===== config.mk =====
export PLATFORM = sky130hd
export DESIGN_NAME = axi_lite_reg_slave
export DESIGN_NICKNAME = d
export VERILOG_FILES = /design/src/axi_lite_wr_pkg.sv /design/src/axi_aw_channel.sv /design/src/axi_w_channel.sv /design/src/axi_write_commit.sv /design/src/axi_w_resp_skid_buffer.sv /design/src/axi_lite_reg_slave.sv
export SDC_FILE = /design/constraint.sdc
export NUM_CORES = 1
export LEC_CHECK = 0
export BUFFER_PORTS_ARGS = -buffer_cell sky130_fd_sc_hd__buf_2
export CELL_PAD_IN_SITES_DETAIL_PLACEMENT = 1
export CELL_PAD_IN_SITES_GLOBAL_PLACEMENT = 2
export CORE_ASPECT_RATIO = 2
export CORE_MARGIN = 2
export CORE_UTILIZATION = 30
export DETAILED_ROUTE_END_ITERATION = 6
export PLACE_DENSITY_LB_ADDON = 0.1
export SETUP_SLACK_MARGIN = 0.05
export SLEW_MARGIN = 15
export SYNTH_ARGS = -nofsm -noshare
export SYNTH_HDL_FRONTEND = slang
export SYNTH_SLANG_ARGS = --single-unit

===== constraint.sdc =====
create_clock -name clock -period 2.7 [get_ports clock]
set_input_delay 0.135 -clock clock [delete_from_list [all_inputs] [get_ports clock]]
set_output_delay 0.135 -clock clock [all_outputs]
set_load 0.05 [all_outputs]

===== src/axi_lite_wr_pkg.sv =====
////////////////////
// AXI4-Lite write slave definitions
// Bus widths, the write response code and the
// packed beat structs shared by every stage of
// the register slave.
////////////////////
`default_nettype none

package axi_lite_wr_pkg;

    localparam int ID_WIDTH   = 4;
    localparam int ADDR_WIDTH = 16;
    localparam int DATA_WIDTH = 32;
    localparam int STRB_WIDTH = DATA_WIDTH / 8;

    // Only the two codes this slave can return
    typedef enum logic [1:0] {
        OKAY   = 2'b00,
        SLVERR = 2'b10
    } axi_resp_e;

    typedef struct packed {
        logic [ID_WIDTH-1:0]   id;
        logic [ADDR_WIDTH-1:0] addr;
    } aw_beat_t;

    typedef struct packed {
        logic [DATA_WIDTH-1:0] data;
        logic [STRB_WIDTH-1:0] strb;
    } w_beat_t;

    // Decoded address beat, ready for the commit stage
    typedef struct packed {
        logic [ID_WIDTH-1:0]   id;
        logic [ADDR_WIDTH-1:0] index;
        logic                  error;
    } cmd_t;

    // Data beat with the strobes widened to one bit per data bit
    typedef struct packed {
        logic [DATA_WIDTH-1:0] data;
        logic [DATA_WIDTH-1:0] mask;
    } wdata_t;

    typedef struct packed {
        logic [ID_WIDTH-1:0] id;
        axi_resp_e           resp;
    } b_beat_t;

endpackage

`default_nettype wire


===== src/axi_aw_channel.sv =====
////////////////////
// AW channel buffer
// Holds one write address beat and decodes it
// into a register index plus an error flag for
// misaligned or out of range addresses.
////////////////////
`default_nettype none

module axi_aw_channel
    import axi_lite_wr_pkg::*;
#(
    parameter int NUM_REGS = 8
) (
    input  logic     clock,
    input  logic     reset,
    input  logic     in_valid,
    output logic     in_ready,
    input  aw_beat_t in_beat,
    output logic     out_valid,
    input  logic     out_ready,
    output cmd_t     out_cmd
);

    // Number of byte offset bits inside one data word
    localparam int ADDR_LSB = $clog2(STRB_WIDTH);

    logic ready_enable;
    cmd_t decoded;

    // Word index and error check, computed before the beat is stored
    always_comb begin
        decoded.id    = in_beat.id;
        decoded.index = in_beat.addr >> ADDR_LSB;
        decoded.error = (in_beat.addr[ADDR_LSB-1:0] != '0) ||
                        (decoded.index >= NUM_REGS);
    end

    // The buffer takes a new beat when empty or when its beat leaves now
    assign in_ready = ready_enable && (!out_valid || out_ready);

    always_ff @(posedge clock) begin
        if (!reset) begin
            ready_enable <= 1'b0;
            out_valid    <= 1'b0;
        end else begin
            // Ready comes up one cycle after reset is released
            ready_enable <= 1'b1;
            if (in_ready) begin
                out_valid <= in_valid;
            end
        end
    end

    always_ff @(posedge clock) begin
        if (in_valid && in_ready) begin
            out_cmd <= decoded;
        end
    end

endmodule

`default_nettype wire


===== src/axi_w_channel.sv =====
////////////////////
// W channel buffer
// Holds one write data beat and widens its byte
// strobes into a per-bit write mask.
////////////////////
`default_nettype none

module axi_w_channel
    import axi_lite_wr_pkg::*;
(
    input  logic    clock,
    input  logic    reset,
    input  logic    in_valid,
    output logic    in_ready,
    input  w_beat_t in_beat,
    output logic    out_valid,
    input  logic    out_ready,
    output wdata_t  out_data
);

    logic   ready_enable;
    wdata_t expanded;

    // Each strobe bit covers one byte lane of the data word
    always_comb begin
        expanded.data = in_beat.data;
        for (int b = 0; b < STRB_WIDTH; b++) begin
            expanded.mask[b*8 +: 8] = {8{in_beat.strb[b]}};
        end
    end

    assign in_ready = ready_enable && (!out_valid || out_ready);

    always_ff @(posedge clock) begin
        if (!reset) begin
            ready_enable <= 1'b0;
            out_valid    <= 1'b0;
        end else begin
            ready_enable <= 1'b1;
            // Stays full while the stored beat waits for the commit stage
            if (in_ready) begin
                out_valid <= in_valid;
            end
        end
    end

    always_ff @(posedge clock) begin
        if (in_valid && in_ready) begin
            out_data <= expanded;
        end
    end

endmodule

`default_nettype wire


===== src/axi_write_commit.sv =====
////////////////////
// Write commit stage
// Joins one decoded address with one data beat,
// applies the masked write to the register bank
// and loads a write response for the B channel.
////////////////////
`default_nettype none

module axi_write_commit
    import axi_lite_wr_pkg::*;
#(
    parameter int NUM_REGS = 8
) (
    input  logic                               clock,
    input  logic                               reset,

    input  logic                               cmd_valid,
    input  cmd_t                               cmd,
    input  logic                               wd_valid,
    input  wdata_t                             wd,
    output logic                               beats_ready,

    output logic                               resp_valid,
    input  logic                               resp_ready,
    output b_beat_t                            resp,

    output logic [NUM_REGS-1:0][DATA_WIDTH-1:0] reg_bank
);

    logic resp_free;
    logic commit;

    // The response register can take a new entry if it is empty or draining
    assign resp_free = !resp_valid || resp_ready;

    // Both channel buffers are released together on a commit
    assign commit      = cmd_valid && wd_valid && resp_free;
    assign beats_ready = commit;

    always_ff @(posedge clock) begin
        if (!reset) begin
            reg_bank <= '0;
        end else if (commit && !cmd.error) begin
            // Masked bits take the new data, the rest keep their value
            for (int i = 0; i < NUM_REGS; i++) begin
                if (cmd.index == i) begin
                    reg_bank[i] <= (reg_bank[i] & ~wd.mask) | (wd.data & wd.mask);
                end
            end
        end
    end

    always_ff @(posedge clock) begin
        if (!reset) begin
            resp_valid <= 1'b0;
        end else if (resp_free) begin
            resp_valid <= commit;
        end
    end

    always_ff @(posedge clock) begin
        if (commit) begin
            resp.id   <= cmd.id;
            resp.resp <= cmd.error ? SLVERR : OKAY;
        end
    end

endmodule

`default_nettype wire


===== src/axi_w_resp_skid_buffer.sv =====
////////////////////
// B channel skid buffer
// Keeps full throughput when the host stalls the
// write response. An accepted beat that cannot
// leave is parked in a skid register. The output
// is either registered or passed straight through.
////////////////////
`default_nettype none

module axi_w_resp_skid_buffer
    import axi_lite_wr_pkg::*;
#(
    parameter int REGISTER_OUTPUT = 1
) (
    input  logic    clock,
    input  logic    reset,
    input  logic    in_valid,
    output logic    in_ready,
    input  b_beat_t in_beat,
    output logic    out_valid,
    input  logic    out_ready,
    output b_beat_t out_beat
);

    logic    ready_enable;
    logic    skid_valid;
    b_beat_t skid_beat;
    logic    in_accept;
    logic    out_stalled;

    assign in_accept   = in_valid && in_ready;
    assign out_stalled = out_valid && !out_ready;

    // No new beat while one is parked, and none in the first cycle after reset
    assign in_ready = ready_enable && !skid_valid;

    always_ff @(posedge clock) begin
        if (!reset) begin
            ready_enable <= 1'b0;
            skid_valid   <= 1'b0;
        end else begin
            ready_enable <= 1'b1;
            if (in_accept && out_stalled) begin
                skid_valid <= 1'b1;
            end else if (!out_stalled) begin
                skid_valid <= 1'b0;
            end
        end
    end

    always_ff @(posedge clock) begin
        if (in_accept && out_stalled) begin
            skid_beat <= in_beat;
        end
    end

    generate
        if (REGISTER_OUTPUT != 0) begin : g_registered
            always_ff @(posedge clock) begin
                if (!reset) begin
                    out_valid <= 1'b0;
                end else if (!out_stalled) begin
                    out_valid <= skid_valid || in_accept;
                end
            end

            // The parked beat is older, so it leaves first
            always_ff @(posedge clock) begin
                if (!out_stalled) begin
                    out_beat <= skid_valid ? skid_beat : in_beat;
                end
            end
        end else begin : g_passthrough
            // Output follows the input in the same cycle
            assign out_valid = skid_valid || in_valid;
            assign out_beat  = skid_valid ? skid_beat : in_beat;
        end
    endgenerate

endmodule

`default_nettype wire


===== src/axi_lite_reg_slave.sv =====
////////////////////
// AXI4-Lite register slave, write only
// Address and data buffers feed a commit stage
// that updates the control register bank. Write
// responses leave through a skid buffer.
////////////////////
`default_nettype none

module axi_lite_reg_slave
    import axi_lite_wr_pkg::*;
#(
    parameter int NUM_REGS        = 8,
    parameter int REGISTER_OUTPUT = 1
) (
    input  logic                               clock,
    input  logic                               reset,

    input  logic                               aw_valid,
    output logic                               aw_ready,
    input  aw_beat_t                           aw_beat,

    input  logic                               w_valid,
    output logic                               w_ready,
    input  w_beat_t                            w_beat,

    output logic                               b_valid,
    input  logic                               b_ready,
    output b_beat_t                            b_beat,

    output logic [NUM_REGS-1:0][DATA_WIDTH-1:0] reg_bank
);

    logic    cmd_valid;
    cmd_t    cmd;
    logic    wd_valid;
    wdata_t  wd;
    // Releases the address and the data buffer on the same edge
    logic    beats_ready;
    logic    resp_valid;
    logic    resp_ready;
    b_beat_t resp;

    axi_aw_channel #(
        .NUM_REGS (NUM_REGS)
    ) u_aw_channel (
        .clock     (clock),
        .reset     (reset),
        .in_valid  (aw_valid),
        .in_ready  (aw_ready),
        .in_beat   (aw_beat),
        .out_valid (cmd_valid),
        .out_ready (beats_ready),
        .out_cmd   (cmd)
    );

    axi_w_channel u_w_channel (
        .clock     (clock),
        .reset     (reset),
        .in_valid  (w_valid),
        .in_ready  (w_ready),
        .in_beat   (w_beat),
        .out_valid (wd_valid),
        .out_ready (beats_ready),
        .out_data  (wd)
    );

    axi_write_commit #(
        .NUM_REGS (NUM_REGS)
    ) u_write_commit (
        .clock       (clock),
        .reset       (reset),
        .cmd_valid   (cmd_valid),
        .cmd         (cmd),
        .wd_valid    (wd_valid),
        .wd          (wd),
        .beats_ready (beats_ready),
        .resp_valid  (resp_valid),
        .resp_ready  (resp_ready),
        .resp        (resp),
        .reg_bank    (reg_bank)
    );

    axi_w_resp_skid_buffer #(
        .REGISTER_OUTPUT (REGISTER_OUTPUT)
    ) u_resp_skid_buffer (
        .clock     (clock),
        .reset     (reset),
        .in_valid  (resp_valid),
        .in_ready  (resp_ready),
        .in_beat   (resp),
        .out_valid (b_valid),
        .out_ready (b_ready),
        .out_beat  (b_beat)
    );

endmodule

`default_nettype wire


==> results.md <==
* TNS Setup at 0 ns
* Final ANT Viol Nets at 0
* Hold Vio Cnt, Final at 0
* Critical path arrival at 2.23 ns
* Chip height at between 200 and 300 um
* Crit-path max FO at 10
* Clk slew on worst S/H paths at 0.07 ns
* Layout cells sized above 1 at a little under a third
* Maximum VDD drop at roughly 430 uV
* WL per Instance at 20.74 um
* Worst Tran Pin Value at 1.018 ns
* Delay-heaviest family, CP: buffers and inverters
* CTS tree: built
* Port bufs at 324
* Diodes inserted at 0
* CTS buffer count at 31
* Area of the multi-input gates at 0.004420 mm2
* Hpwl dp at 29,430 um
* Max incr delay on CP at 0.41 ns
* Die area at 0.04145 mm2
* I/O pin total at 326
* CP Capture Type: output port
* Unrepaired setup endpoints after global routing: no
* Clk root buf: clkbuf_16
* Tcrit/Tclk final at 87.65%
* CP Data Required Time at 2.57 ns
* WL final at 40,610 um
* Hold Path Class: in2reg
* CP cell instances: nand2b_1 -> buf_4 -> a21o_1 -> a21boi_2 -> buf_2
* Layout Area Growth over Synthesis at 34.13%
* Std cell rows at 103
* RePlAce Congestion at 0.7636
* Tmin final at 2.367 ns
* Fmax at 0.4225 GHz
* First-pass GRT wire length at slightly above 60,000 um
* DR vias at 8,835
* Final Power at 0.01028 W
* Leak Pwr at approximately 8.4 nW
* Final Net Count at 1,470
* Crit start category: flop
* Reg2reg path depth at 5
* WP depth at 5
* Critical path type: reg2out
* Synthesized area at ~0.012 mm2
* Pwr/cell area at about 640 mW/mm2
* Crit path from: u_resp_skid_buffer.skid_valid$_SDFFE_PN0P_
* DRC violation total after the first TritonRoute iteration at 189
* Crit path max-delay cell type: dfxtp_1
* Initial core utilization at 30.34%
* H-tree Lvls at 1
* Worst Setup EP: w_ready
* Setup-failing EPs final at 0
* Reg2reg setup slack at 0.38 ns
* Max-cap viol count at 0
* Warnings from Yosys at 0
* Yosys cell types at 26
* Antenna violations before repair at 0
* Vias per std cell at 4.512
* Relative slew slack at between 30% and 40%
* Seq/Total Area, Yosys at 61.62%
* First-pass detailed-route iteration total at 4
* CTS max path bufs at 3
* Die width at 145.0 um
* Total GRT Usage at between 15 and 20%
* Outcome: finished clean
* Vias in the first global route at 9,624
* Sink Count at 332
* Syn nets at about 1,100
* Clk_lat worst skew at 0.58 ns
* Maximum number of pins on one net before global-route repair at 40
* Critical path buffers and inverters at 2
* FILL cells at 4,366
* Final clock skew at ~0.017 ns
* Worst R2R Start: u_aw_channel.out_cmd[6]$_DFFE_PP_
* Syn Area/Cell at roughly 12 um2
* Seq cells post-synth at 332
* Storage cell area at 0.007347 mm2
* GRT overflow at 0
* Core ar. at 0.03931 mm2
* Slew Viols, Final at 0
* DRC viols at 0
* Post-synthesis cell count at just over 1,000
## worst reg2reg max path, delay by kind of cell (launching register included)
kind                   cells  cell delay (ns)
DFF                        1             0.35
AOI/OAI and AO/OA          1             0.49
and+or+nand+nor            2             0.89
muxes                      1             0.21
buffers and inverters      1             0.24
## layer usage
metal / track usage [%] / share of wire [%]
met1: 19.57 / 36
met4: 7.847 / 4.0
met3: 4.274 / 5.6
met2: 37.39 / 54
met5: 0 / 0
## cells in the mapped netlist
cell type  number  area [um2]
dfxtp_1       262        5245
a21boi_0        2       15.01
mux2_2          5       56.30
clkbuf_1       36       135.1
conb_1          1       3.750
edfxtp_1       70        2102
and2_1          2       12.51
a21oi_1         3       15.01
nand4_1         1       6.260
buf_2           3       15.01
nand2b_1        6       37.54
buf_4           1       7.510
nor4_4          2       42.54
nand2_1       300        1126
a21o_1          1       7.510
buf_1           1       3.750
a2111oi_4       8       220.2
mux2i_1       258        2582
nor4b_1         1       8.760
or4_1           3       22.52
nor2_1          1       3.750
nor3_4          1       16.27
inv_1           3       11.26
nor4_1          2       12.51
nor3_1          3       15.01
nand2_2        32       200.2
## metrics by stage
stage               hold WS (ns)  worst slack, ns  instances  cell area, um2  utilization [%]
global placement          0.3128           0.4062       1838           14270            36.30
CTS                      0.07882           0.2779       1958           15990            40.69
global route              0.1431           0.2413       1958           15990            40.69
floorplan                 0.1627          0.06817       1008           11930                -
detailed placement        0.3133           0.3525       1838           14270            36.30
finish                   0.08252           0.3334       1958           15990            40.69
## power by group
group | internal, W | switching, W | total [W]
Clock | 0.00277 | 0.00199 | 0.00476
Combinational | 0.000140 | 0.000249 | 0.000389
Sequential | 0.00511 | 0.0000199 | 0.00513
## timing repair
item                                   CTS  global route
hold buffers                            63             0
endpoints found under the hold margin   82             0
resized for setup                        0             0
buffers inserted                         0             0
## layout make-up
| type | instances | share of cell area (%) |
|---|---|---|
| inverter | 3 | 0.07041 |
| clock buffer | 40 | 5.507 |
| clock inverter | 17 | 1.330 |
| multi-input combinational | 632 | 27.64 |
| sequential | 332 | 45.94 |
| tap | 525 | 4.107 |
| timing repair buffer | 409 | 15.41 |
## kinds of logic after synthesis
kind of cell	Yosys count	synth area share, %
and+or+nand+nor	354	12.61
other	1	0.03145
buffers and inverters	44	1.448
muxes	263	22.13
DFF	332	61.62
AOI/OAI and AO/OA	14	2.162
## worst min-delay path by stage
| stage | from | to | slack (ns) | cells after the start |
|---|---|---|---|---|
| 2_1_floorplan | reset | u_resp_skid_buffer.ready_enable$_DFF_P_ | 0.16 | 0 |
| 3_3_place_gp | w_beat[15] | u_w_channel.out_data[43]$_DFFE_PP_ | 0.31 | 1 |
| 3_5_place_dp | w_beat[30] | u_w_channel.out_data[58]$_DFFE_PP_ | 0.31 | 1 |
| 4_1_cts | b_ready | u_resp_skid_buffer.skid_valid$_SDFFE_PN0P_ | 0.08 | 3 |
| 5_1_grt | b_ready | u_resp_skid_buffer.out_valid$_SDFFE_PN0N_ | 0.14 | 3 |
| 6_report | b_ready | u_resp_skid_buffer.skid_valid$_SDFFE_PN0P_ | 0.08 | 3 |
## cells in the final DEF (no fill, tap or decap), types with 2 or more instances in the layout
cell and n:
nor4_1 2, a21oi_1 3, dfxtp_1 262, clkinv_1 4, a2111oi_4 8, mux2i_1 258, nor3_1 3, clkinv_2 5
a21boi_2 2, mux2_2 5, buf_12 3, clkbuf_1 3, nand2_1 300, bufinv_16 5, edfxtp_1 70, nor4_4 2
inv_1 3, buf_4 19, nand2b_1 6, clkbuf_8 5, nand2_2 32, clkinvlp_4 3, buf_2 323, dlygate4sd3_1 63
clkbuf_16 32, or4_1 3
(Power assumes the default switching activity.)
